[src/verilog/dnn_params.svh]
// sizes, widths and block timing of the sparse one-junction network
// all blocks derive their array bounds from these

`ifndef DNN_PARAMS_SVH
`define DNN_PARAMS_SVH

// network shape
`define DNN_N_IN 16 // input neurons
`define DNN_N_OUT 4 // output neurons
`define DNN_FI 8 // fan-in of each output neuron
`define DNN_FO 2 // fan-out of each input neuron

// parallelism
`define DNN_Z 8 // weights processed per clock
`define DNN_GROUP 4 // activations loaded per clock

// clocks per block cycle: 32 weights / 8 per clock, plus 2 pipeline clocks
`define DNN_CPC 6

// number formats
`define DNN_WIDTH 10 // activations and weights
`define DNN_WIDTH_IN 8 // input activations, all fraction
`define DNN_FRAC 7 // fractional bits of activations and weights

`endif
[src/verilog/dnn_pkg.sv]
// shared types of the network
// scalar widths with a meaning, plus the bundles passed between blocks
`default_nettype none

`include "dnn_params.svh"

package dnn_pkg;

	// scalars
	typedef logic [`DNN_WIDTH_IN-1:0] act_in_t; // unsigned, value / 256
	typedef logic [`DNN_WIDTH-1:0] act_t; // unsigned, value / 128
	typedef logic signed [`DNN_WIDTH-1:0] weight_t; // signed, value / 128

	typedef logic [$clog2(`DNN_CPC)-1:0] cycle_idx_t; // position in block, 0 .. 5
	typedef logic [$clog2(`DNN_N_OUT)-1:0] neuron_idx_t; // output neuron number
	typedef logic [$clog2(`DNN_N_OUT*`DNN_FI)-1:0] w_addr_t; // neuron * 8 + tap
	typedef logic [`DNN_N_OUT-1:0] class_t; // one-hot class or label

	// one clock worth of input loading, a[0] is the lowest input of the group
	typedef struct packed {
		act_in_t [`DNN_GROUP-1:0] a;
	} act_group_t;

	// weight write strobe
	typedef struct packed {
		logic    we; // write enable, takes effect next clock
		w_addr_t addr;
		weight_t data;
	} weight_wr_t;

	// one finished output neuron
	typedef struct packed {
		logic        valid;
		neuron_idx_t idx;
		act_t        act;
	} neuron_res_t;

endpackage

`default_nettype wire

[src/verilog/dnn_top.sv]
// top level of the sparse network classifier
// counter, input buffer, junction and argmax wired together
`default_nettype none

`include "dnn_params.svh"

module dnn_top (
	input  logic                clk,
	input  logic                cycle_clk, // async reset, active high
	input  dnn_pkg::act_group_t a_in, // 4 inputs per clock at index 0 .. 3
	input  dnn_pkg::class_t     y_in, // label, sampled at index 0
	input  dnn_pkg::weight_wr_t w_wr,
	output dnn_pkg::class_t     a_out_alln,
	output dnn_pkg::class_t     y_out,
	output logic                hit,
	output logic                result_valid
);

	dnn_pkg::cycle_idx_t              index;
	logic                             block_start;
	dnn_pkg::act_in_t [`DNN_N_IN-1:0] acts; // sample being computed
	dnn_pkg::neuron_res_t             res;

	block_counter u_block_counter (
		.clk        (clk),
		.cycle_clk  (cycle_clk),
		.index      (index),
		.block_start(block_start)
	);

	act_buffer u_act_buffer (
		.clk        (clk),
		.cycle_clk  (cycle_clk),
		.index      (index),
		.block_start(block_start),
		.a_in       (a_in),
		.acts       (acts)
	);

	sparse_junction u_sparse_junction (
		.clk      (clk),
		.cycle_clk(cycle_clk),
		.index    (index),
		.acts     (acts),
		.w_wr     (w_wr),
		.res      (res)
	);

	output_argmax u_output_argmax (
		.clk         (clk),
		.cycle_clk   (cycle_clk),
		.block_start (block_start),
		.res         (res),
		.y_in        (y_in),
		.a_out_alln  (a_out_alln),
		.y_out       (y_out),
		.hit         (hit),
		.result_valid(result_valid)
	);

endmodule

`default_nettype wire

[src/verilog/output_argmax.sv]
// output classification: running max over the output neurons of a block,
// one-hot class, two-deep label delay line and hit flag
`default_nettype none

`include "dnn_params.svh"

module output_argmax (
	input  logic                 clk,
	input  logic                 cycle_clk,
	input  logic                 block_start,
	input  dnn_pkg::neuron_res_t res,
	input  dnn_pkg::class_t      y_in,
	output dnn_pkg::class_t      a_out_alln, // predicted class, one-hot
	output dnn_pkg::class_t      y_out, // label of the same sample
	output logic                 hit,
	output logic                 result_valid
);

	// most negative value when read as signed, so the first neuron always wins
	localparam dnn_pkg::act_t ACT_MOST_NEG = {1'b1, {(`DNN_WIDTH - 1){1'b0}}};
	localparam dnn_pkg::neuron_idx_t LAST_NEURON = dnn_pkg::neuron_idx_t'(`DNN_N_OUT - 1);

	dnn_pkg::act_t        max_q;
	dnn_pkg::neuron_idx_t max_idx_q;
	dnn_pkg::act_t        max_nx;
	dnn_pkg::neuron_idx_t idx_nx;
	dnn_pkg::class_t      class_nx;
	dnn_pkg::class_t      lbl_q [2]; // [0] sample loading, [1] sample computing
	logic                 last; // last neuron of the block arrives

	// strictly greater, so a tie keeps the lower index
	always_comb begin
		max_nx = max_q;
		idx_nx = max_idx_q;
		if (res.valid && ($signed(res.act) > $signed(max_q))) begin
			max_nx = res.act;
			idx_nx = res.idx;
		end
	end

	assign class_nx = dnn_pkg::class_t'(1) << idx_nx;
	assign last = res.valid && (res.idx == LAST_NEURON);

	// running maximum, cleared once per block
	always_ff @(posedge clk or posedge cycle_clk) begin
		if (cycle_clk) begin
			max_q <= ACT_MOST_NEG;
			max_idx_q <= '0;
		end else if (block_start) begin
			max_q <= ACT_MOST_NEG; // no results arrive at index 0
			max_idx_q <= '0;
		end else begin
			max_q <= max_nx;
			max_idx_q <= idx_nx;
		end
	end

	// label travels with its sample: loaded in block k, reported in block k+2
	always_ff @(posedge clk or posedge cycle_clk) begin
		if (cycle_clk) begin
			lbl_q[0] <= '0;
			lbl_q[1] <= '0;
		end else if (block_start) begin
			lbl_q[0] <= y_in;
			lbl_q[1] <= lbl_q[0];
		end
	end

	// publish together with the last neuron so the class is out at block_start
	always_ff @(posedge clk or posedge cycle_clk) begin
		if (cycle_clk) begin
			a_out_alln <= '0;
			y_out <= '0;
			hit <= 1'b0;
			result_valid <= 1'b0;
		end else begin
			result_valid <= last; // one clock, lands on index 0
			if (last) begin
				a_out_alln <= class_nx;
				y_out <= lbl_q[1];
				hit <= (class_nx == lbl_q[1]);
			end
		end
	end

endmodule

`default_nettype wire

[src/verilog/sparse_junction.sv]
// sparse junction: weight memory, interleaved input select,
// product stage and sum / scale / relu / saturate stage
`default_nettype none

`include "dnn_params.svh"

module sparse_junction (
	input  logic                             clk,
	input  logic                             cycle_clk,
	input  dnn_pkg::cycle_idx_t              index,
	input  dnn_pkg::act_in_t [`DNN_N_IN-1:0] acts,
	input  dnn_pkg::weight_wr_t              w_wr,
	output dnn_pkg::neuron_res_t             res
);

	localparam int PROD_W = `DNN_WIDTH_IN + 1 + `DNN_WIDTH; // unsigned act * signed weight
	localparam int SUM_W = PROD_W + $clog2(`DNN_Z); // room for the 8-way sum
	// product has WIDTH_IN + FRAC fraction bits, the result keeps FRAC
	localparam int SHIFT = `DNN_WIDTH_IN + `DNN_FRAC - `DNN_FRAC;
	localparam logic signed [SUM_W-1:0] ACT_MAX = SUM_W'(2 ** (`DNN_WIDTH - 1) - 1); // 511

	dnn_pkg::weight_t w_mem [`DNN_N_OUT*`DNN_FI]; // address = neuron * 8 + tap

	dnn_pkg::neuron_idx_t neuron; // neuron handled this clock
	dnn_pkg::weight_t     w_sel [`DNN_Z];
	dnn_pkg::act_in_t     a_sel [`DNN_Z];

	// stage 1 registers
	logic signed [PROD_W-1:0] prod_q [`DNN_Z];
	logic                     prod_valid_q;
	dnn_pkg::neuron_idx_t     prod_idx_q;

	// stage 2
	logic signed [SUM_W-1:0] sum;
	logic signed [SUM_W-1:0] sum_sh;
	dnn_pkg::act_t           act_sat;
	logic                    res_valid_q;
	dnn_pkg::neuron_idx_t    res_idx_q;
	dnn_pkg::act_t           res_act_q;

	// weight loading
	always_ff @(posedge clk or posedge cycle_clk) begin
		if (cycle_clk) begin
			for (int i = 0; i < `DNN_N_OUT * `DNN_FI; i++) begin
				w_mem[i] <= '0;
			end
		end else if (w_wr.we) begin
			w_mem[w_wr.addr] <= w_wr.data;
		end
	end

	assign neuron = dnn_pkg::neuron_idx_t'(index); // only meaningful for index 0 .. 3

	// neuron j uses inputs j mod 2, j mod 2 + 2, ... (interleaved by fan-out)
	always_comb begin
		for (int m = 0; m < `DNN_Z; m++) begin
			w_sel[m] = w_mem[dnn_pkg::w_addr_t'(int'(neuron) * `DNN_FI + m)];
			a_sel[m] = acts[`DNN_FO * m + int'(neuron) % `DNN_FO]; // tap m
		end
	end

	// stage 1: 8 multipliers
	always_ff @(posedge clk or posedge cycle_clk) begin
		if (cycle_clk) begin
			prod_valid_q <= 1'b0;
			prod_idx_q <= '0;
			for (int m = 0; m < `DNN_Z; m++) begin
				prod_q[m] <= '0;
			end
		end else begin
			prod_valid_q <= (index < dnn_pkg::cycle_idx_t'(`DNN_N_OUT)); // idle at 4, 5
			prod_idx_q <= neuron;
			for (int m = 0; m < `DNN_Z; m++) begin
				prod_q[m] <= $signed({1'b0, a_sel[m]}) * w_sel[m]; // act is unsigned
			end
		end
	end

	// stage 2: adder tree, rescale, relu and clip
	always_comb begin
		sum = '0;
		for (int m = 0; m < `DNN_Z; m++) begin
			sum = sum + SUM_W'(prod_q[m]); // sign extended
		end
	end

	assign sum_sh = sum >>> SHIFT;

	always_comb begin
		if (sum_sh < 0) begin
			act_sat = '0; // relu
		end else if (sum_sh > ACT_MAX) begin
			act_sat = dnn_pkg::act_t'(ACT_MAX); // clip at 511
		end else begin
			act_sat = dnn_pkg::act_t'(sum_sh);
		end
	end

	always_ff @(posedge clk or posedge cycle_clk) begin
		if (cycle_clk) begin
			res_valid_q <= 1'b0;
			res_idx_q <= '0;
			res_act_q <= '0;
		end else begin
			res_valid_q <= prod_valid_q; // neurons 0 .. 3 land at index 2 .. 5
			res_idx_q <= prod_idx_q;
			res_act_q <= act_sat;
		end
	end

	assign res = '{valid: res_valid_q, idx: res_idx_q, act: res_act_q};

endmodule

`default_nettype wire

[src/verilog/act_buffer.sv]
// double-buffered input activation store
// one bank fills with the next sample while the other feeds the junction
`default_nettype none

`include "dnn_params.svh"

module act_buffer (
	input  logic                                      clk,
	input  logic                                      cycle_clk,
	input  dnn_pkg::cycle_idx_t                       index,
	input  logic                                      block_start,
	input  dnn_pkg::act_group_t                       a_in,
	output dnn_pkg::act_in_t [`DNN_N_IN-1:0]          acts
);

	localparam int N_GROUPS = `DNN_N_IN / `DNN_GROUP; // loading clocks per block

	dnn_pkg::act_in_t [`DNN_N_IN-1:0] bank_q [2];
	logic rd_sel_q; // read bank held over the block
	logic rd_sel; // read bank seen this clock
	logic fill_sel;

	// the swap is visible already during block_start, so index 0 of a new block
	// reads the sample that was completed in the block before
	assign rd_sel = rd_sel_q ^ block_start;
	assign fill_sel = ~rd_sel; // fill bank is always the other one

	always_ff @(posedge clk or posedge cycle_clk) begin
		if (cycle_clk) begin
			rd_sel_q <= 1'b0;
		end else begin
			rd_sel_q <= rd_sel; // toggles once per block
		end
	end

	// banks come out of reset as an all-zero sample
	always_ff @(posedge clk or posedge cycle_clk) begin
		if (cycle_clk) begin
			bank_q[0] <= '0;
			bank_q[1] <= '0;
		end else if (index < dnn_pkg::cycle_idx_t'(N_GROUPS)) begin
			// group c carries inputs 4c .. 4c+3
			for (int k = 0; k < `DNN_GROUP; k++) begin
				bank_q[fill_sel][int'(index) * `DNN_GROUP + k] <= a_in.a[k];
			end
		end
		// index 4 and 5: a_in is ignored
	end

	assign acts = bank_q[rd_sel];

endmodule

`default_nettype wire

[src/verilog/block_counter.sv]
// block cycle counter
// index walks 0 .. CPC-1 and wraps, block_start marks index 0
`default_nettype none

`include "dnn_params.svh"

module block_counter (
	input  logic                clk,
	input  logic                cycle_clk, // async reset, active high
	output dnn_pkg::cycle_idx_t index,
	output logic                block_start
);

	localparam dnn_pkg::cycle_idx_t LAST_IDX = dnn_pkg::cycle_idx_t'(`DNN_CPC - 1);

	always_ff @(posedge clk or posedge cycle_clk) begin
		if (cycle_clk) begin
			index <= '0;
		end else if (index == LAST_IDX) begin
			index <= '0; // wrap into the next block
		end else begin
			index <= index + 1'b1;
		end
	end

	// decoded from the count so every block agrees on where a block begins
	assign block_start = (index == '0);

endmodule

`default_nettype wire

[config.mk]
export PLATFORM = sky130hd
export DESIGN_NAME = dnn_top
export DESIGN_NICKNAME = d
export VERILOG_FILES = /design/src/verilog/dnn_pkg.sv /design/src/verilog/dnn_top.sv /design/src/verilog/output_argmax.sv /design/src/verilog/sparse_junction.sv /design/src/verilog/act_buffer.sv /design/src/verilog/block_counter.sv
export VERILOG_INCLUDE_DIRS = /design/src /design/src/verilog
export SDC_FILE = /design/constraint.sdc
export NUM_CORES = 2
export LEC_CHECK = 0
export ABC_AREA = 0
export BUFFER_PORTS_ARGS = -buffer_cell sky130_fd_sc_hd__buf_2
export CORE_MARGIN = 2
export CORE_UTILIZATION = 30
export CTS_CLUSTER_SIZE = 24
export DETAILED_ROUTE_END_ITERATION = 10
export SYNTH_ARGS = -nofsm -noshare
export SYNTH_HDL_FRONTEND = slang
export SYNTH_HIERARCHICAL = 1
export SYNTH_SLANG_ARGS = --single-unit
[constraint.sdc]
create_clock -name clk -period 17.15 [get_ports clk]
set_input_delay 3.43 -clock clk [delete_from_list [all_inputs] [get_ports clk]]
set_output_delay 3.43 -clock clk [all_outputs]
set_load 0.01 [all_outputs]
-- Word level (Yosys, flattened, before mapping)
Cells that the tools add are included.
- add/sub/neg operators: 25
- multiply operators: 8
- magnitude comparators: 33
- equal/unequal tests: 3
- shift operators: 1
- muxes and demuxes: 80
- bitwise logic cells: 13
- reductions and logical operators: 10
- operators with widths (cell ; number):
    $bwmux W256 ; 4
    $mux W128 ; 6
    $demux W128 S1 ; 4
    $bmux W10 S5 ; 8
    $bwmux W320 ; 1
    $lt A32 B6 Y1 const B ; 10
    $bmux W8 S4 ; 7
    $mux W10 ; 21
    $mux W8 ; 20
    $mul A9 B10 Y19 ; 8
    $add A22 B19 Y22 ; 5
    $mux W104 ; 1
    $demux W8 S4 ; 3
    $ge A32 B1 Y1 const B ; 3
    $ge A6 B6 Y1 const B ; 9
    $not A5 Y6 ; 9
    $demux W10 S5 ; 1
    $add A20 B19 Y21 ; 1
    $add A19 B19 Y20 ; 1
    $add A4 B1 Y5 const A ; 4
    $add A5 B3 Y5 const B ; 4
    $demux W8 S2 ; 1
    $gt A14 B10 Y1 const B ; 1
    $lt A14 B1 Y1 const B ; 1
    27 further kinds ; 40
- bits in registers: 778
- input bits: 54
- output and inout bits: 10
- word-level logic and storage cells: 260

-- Logic depth before layout (Yosys ltp)
- depth in word-level cells: 12
- depth in mapped cells: 26
- mapped depth without buffers: 24

-- Modules after synthesis
Netlist, hierarchy kept.
- by module, submodules not included (module ; times used ; cells an instance ; area an instance (sq um) ; seq. area each (sq um)):
    sparse_junction ; 1 ; 4643 ; 47792.1 ; 12211.7
    act_buffer ; 1 ; 964 ; 11083.1 ; 6431.2
    output_argmax ; 1 ; 149 ; 1547.7 ; 752.0
    block_counter ; 1 ; 10 ; 120.1 ; 75.1

-- Worst setup path after synthesis
Ideal clock, no wire load.
- kind: reg2reg
- start: reg u_block_counter.index[1]
- end: reg u_sparse_junction/prod_q[36] in the netlist's numbering
- library setup time: 0.087 ns
- data arrival time: 5.939 ns
- required time: 17.063 ns
- path slack: 11.124 ns
- stages on the path, launching flop included: 24
- buffers on the path: 2
- clock period less this slack: 6.026 ns
- cell sequence: dfrtp_1 nor3_1 xnor2_2 inv_2 clkbuf_1 clkbuf_1 nand2_1 nand2_1 mux2_2 nand2b_1 inv_1 fa_1 fa_1 inv_1 fa_1 inv_1 fa_1 ha_1 and2_1 o21ai_2 o31ai_2 o41ai_2 or4b_1 o211ai_1
- RTL lines (element ; RTL line ; RTL):
    start, declared ; block_counter.sv:10 ; output dnn_pkg::cycle_idx_t index,
    start signal, assigned ; block_counter.sv:22 ; index <= index + 1'b1;
    end signal, assigned by index ; sparse_junction.sv:74 ; prod_q[m] <= $signed({1'b0, a_sel[m]}) * w_sel[m];
    end, declared ; sparse_junction.sv:29 ; logic signed [PROD_W-1:0] prod_q [`DNN_Z];

==> summary.txt <==
Clocking
  – Hold Buf Count CTS: 0
  – # Post-CTS Setup Buffers: 0
  – Clock root cell: clkbuf_16
  – Clock slew at reported path FFs: 0.06 ns
  – Clk Latency, worst-skew pair: 0.76 ns
  – Cts bufs inserted: between 80 and 90
  – CTS tree: done
  – Clock Path Buffers: 3
  – CTS sink cnt: 778
  – Resize count post-CTS: 0
  – H-tree depth: 3

Place
  – Final GP Congestion: 0.885
  – Post-DP HPWL: between 100000 and 150000 um
  – Number of port buffers: between 60 and 70

Routing
  – Detailed Route Iter0 Violations: 2582
  – Antenna Nets Post-Route: 0
  – Vias: approximately 40000
  – DR pass1 iterations: 8
  – Post-route DRC violation count: 0
  – DR vias/cell: 4.71
  – Per-cell routed wire length: 18.5 um
  – Total wire length: 159000 um

Logic synthesis
  – Post-Syn Area: 60500 sq um
  – Syn_area_per_cell: 10.5 sq um
  – Cells after Synth: 5766
  – Ys async rst share: between 90% and 100%
  – Unique masters post-synth: 84
  – Flops & latches, synth: between 700 and 800
  – Number of synthesized flops with an enable pin: 0
  – Synth warn: 6
  – Synth Net Count: 6798
  – Top FF cell, synth: dfrtp_1
  – Register area share after synthesis: 32.2%

STA
  – RSZ-0062 raised after global routing: false
  – Final slew viol count: 0
  – Fin crit share: 46.4%
  – Hold Fails Final Rpt: 0
  – Worst slew margin: between 9 and 10%
  – Clock Skews: 0.0773 ns
  – Fmax: between 100 and 150 MHz
  – Actual slew at the worst max-slew pin: 1.31 ns
  – Final setup violation count: 0
  – Fin Setup TNS: 0 ns
  – Fin crit period: 7.95 ns

Floorplanning
  – Die W: roughly 450 um
  – Num rows: ~160
  – Initial Utilization: 30.3%
  – Die area: 205000 sq um
  – Die height: between 400 and 500 um
  – IO Pins: 64
  – CORE AREA: 200000 sq um

Worst setup path
  – Critical Path Start Type: flip-flop
  – Critical path required time: 17.69 ns
  – Max FO, Critical Path: 65
  – Worst Setup End Kind: flip-flop
  – Arrival @ worst endpoint: 8.49 ns
  – Kind of critical path: reg2reg

Global route
  – Largest net degree at the start of global routing: 145
  – First-pass GRT wire length: 248000 um
  – Initial antenna violation count: 13
  – Total GRT Usage: 15.6%
  – Gr ovfl total: 0
  – Vias in the first global route: 42300

Finish
  – Most frequent cells in the layout: 998 x inv_1, 775 x dfrtp_1, 693 x mux2_2
  – Area Growth Syn to Fin: 11.1%
  – Leading cell type in the layout, fill and taps excluded: inv_1
  – Layout cell share with drive strength beyond 1: a little under a fifth
  – Nets@finish: 6864

Flow run
  – Max-cap viol count: 0

Worst hold path
  – Worst hold path type: reg2reg

Outcome
  – Status: finished, final reports clean
[synth_stat cells (all sizes together) (24+ instances only)]
master | number | area share (%)
nor3 | 59 | 0.50
nand2b | 114 | 1.2
o21ai | 114 | 0.95
fa | 643 | 21
ha | 335 | 6.9
nor2b | 30 | 0.31
nand3 | 39 | 0.32
inv | 1001 | 6.2
xnor2 | 119 | 1.7
buf | 72 | 0.62
mux2i | 147 | 2.5
a21oi | 82 | 0.70
or3 | 24 | 0.25
nand2 | 637 | 3.9
nor2 | 494 | 3.2
mux2 | 697 | 13
or2 | 41 | 0.42
and3 | 28 | 0.30
clkbuf | 74 | 0.46
o21a | 50 | 0.62
dfrtp | 777 | 32
[layout make-up]
class	instances	area [sq um]
Fill cell	20100	133000
Multi-Input combinational cell	3841	36700
Tap cell	2656	3320
Inverter	1001	3770
Antenna cell	6	15.0
Timing Repair Buffer	121	776
Clock inverter	45	629
Clock buffer	117	2510
Sequential cell	778	19500
[state kept, by name, indices dropped and copies added, names as in the netlist]
register and flops:
u_sparse_junction/res_idx_q 2, u_sparse_junction/res_act_q 10, u_output_argmax/lbl_q 8, u_block_counter/index 3, u_act_buffer/bank_q 256, u_sparse_junction/w_mem 320, u_sparse_junction/prod_valid_q 1, u_output_argmax/a_out_alln 4
u_sparse_junction/res_valid_q 1, u_sparse_junction/prod_q 152, u_output_argmax/hit 1, u_act_buffer/rd_sel_q 1, u_output_argmax/y_out 4, u_output_argmax/max_idx_q 2, u_output_argmax/max_q 10, u_output_argmax/result_valid 1
u_sparse_junction/prod_idx_q 2
[worst max-delay path, cell delays in order, from the launching register on]
cell,delay [ns]
dfrtp_4,0.73
nor3_2,0.26
buf_4,0.35
xnor2_4,0.15
buf_4,0.39
inv_4,0.37
nand2_1,0.17
nand2_1,0.06
mux2i_1,1.00
nor2_1,0.19
fa_1,0.56
fa_1,0.55
inv_1,0.05
fa_1,0.47
inv_1,0.05
fa_1,0.48
ha_1,0.25
or3_1,0.13
o21ai_0,0.06
a21oi_1,0.31
a21o_1,0.19
o21ai_1,0.10
o311ai_0,0.82
[cell families after synthesis]
kind of cell | share of synthesized area (%)
other cells | 0.00619
buf+inv | 7.28
flops | 32.2
simple gates | 10.9
compound gates | 4.01
fa+ha+maj | 28.2
xor+xnor | 1.98
mux | 15.4
[per-stage QoR]
step	setup WS (ns)	cells	util, %	hold WS [ns]	cell area (sq um)
after CTS	9.18	8559	33.6	0.355	67200
after global placement	9.33	8397	32.0	0.346	64100
after floorplan	0.101	5766	-	0.331	60500
final	9.20	8565	33.6	0.353	67300
after detailed placement	9.20	8397	32.0	0.340	64100
after global routing	8.67	8562	33.6	0.368	67200
[metal layers]
metal | share of wire, % | global-route usage [%]
met5 | 0.021 | 0
met4 | 3.4 | 5.37
met3 | 4.0 | 2.16
met2 | 48 | 25.9
met1 | 45 | 20.7
[final timing paths]
path	startpoint	endpoint	slack, ns	depth (start not counted)
max	u_block_counter/index[1]	u_sparse_junction/prod_q[112]	9.20	22
min	u_sparse_junction/prod_valid_q	u_sparse_junction/res_valid_q	0.35	0
max reg2reg	u_block_counter/index[1]	u_sparse_junction/prod_q[112]	9.20	22
min reg2reg	u_sparse_junction/prod_valid_q	u_sparse_junction/res_valid_q	0.35	0
max in group asynchronous	cycle_clk	u_sparse_junction/w_mem[251]	11.15	5
min in group asynchronous	cycle_clk	u_block_counter/index[0]	2.75	2
Power is left out: the tool's default activity adds up to more than one toggle a clock period on the data nets, which glitch-free logic cannot reach.
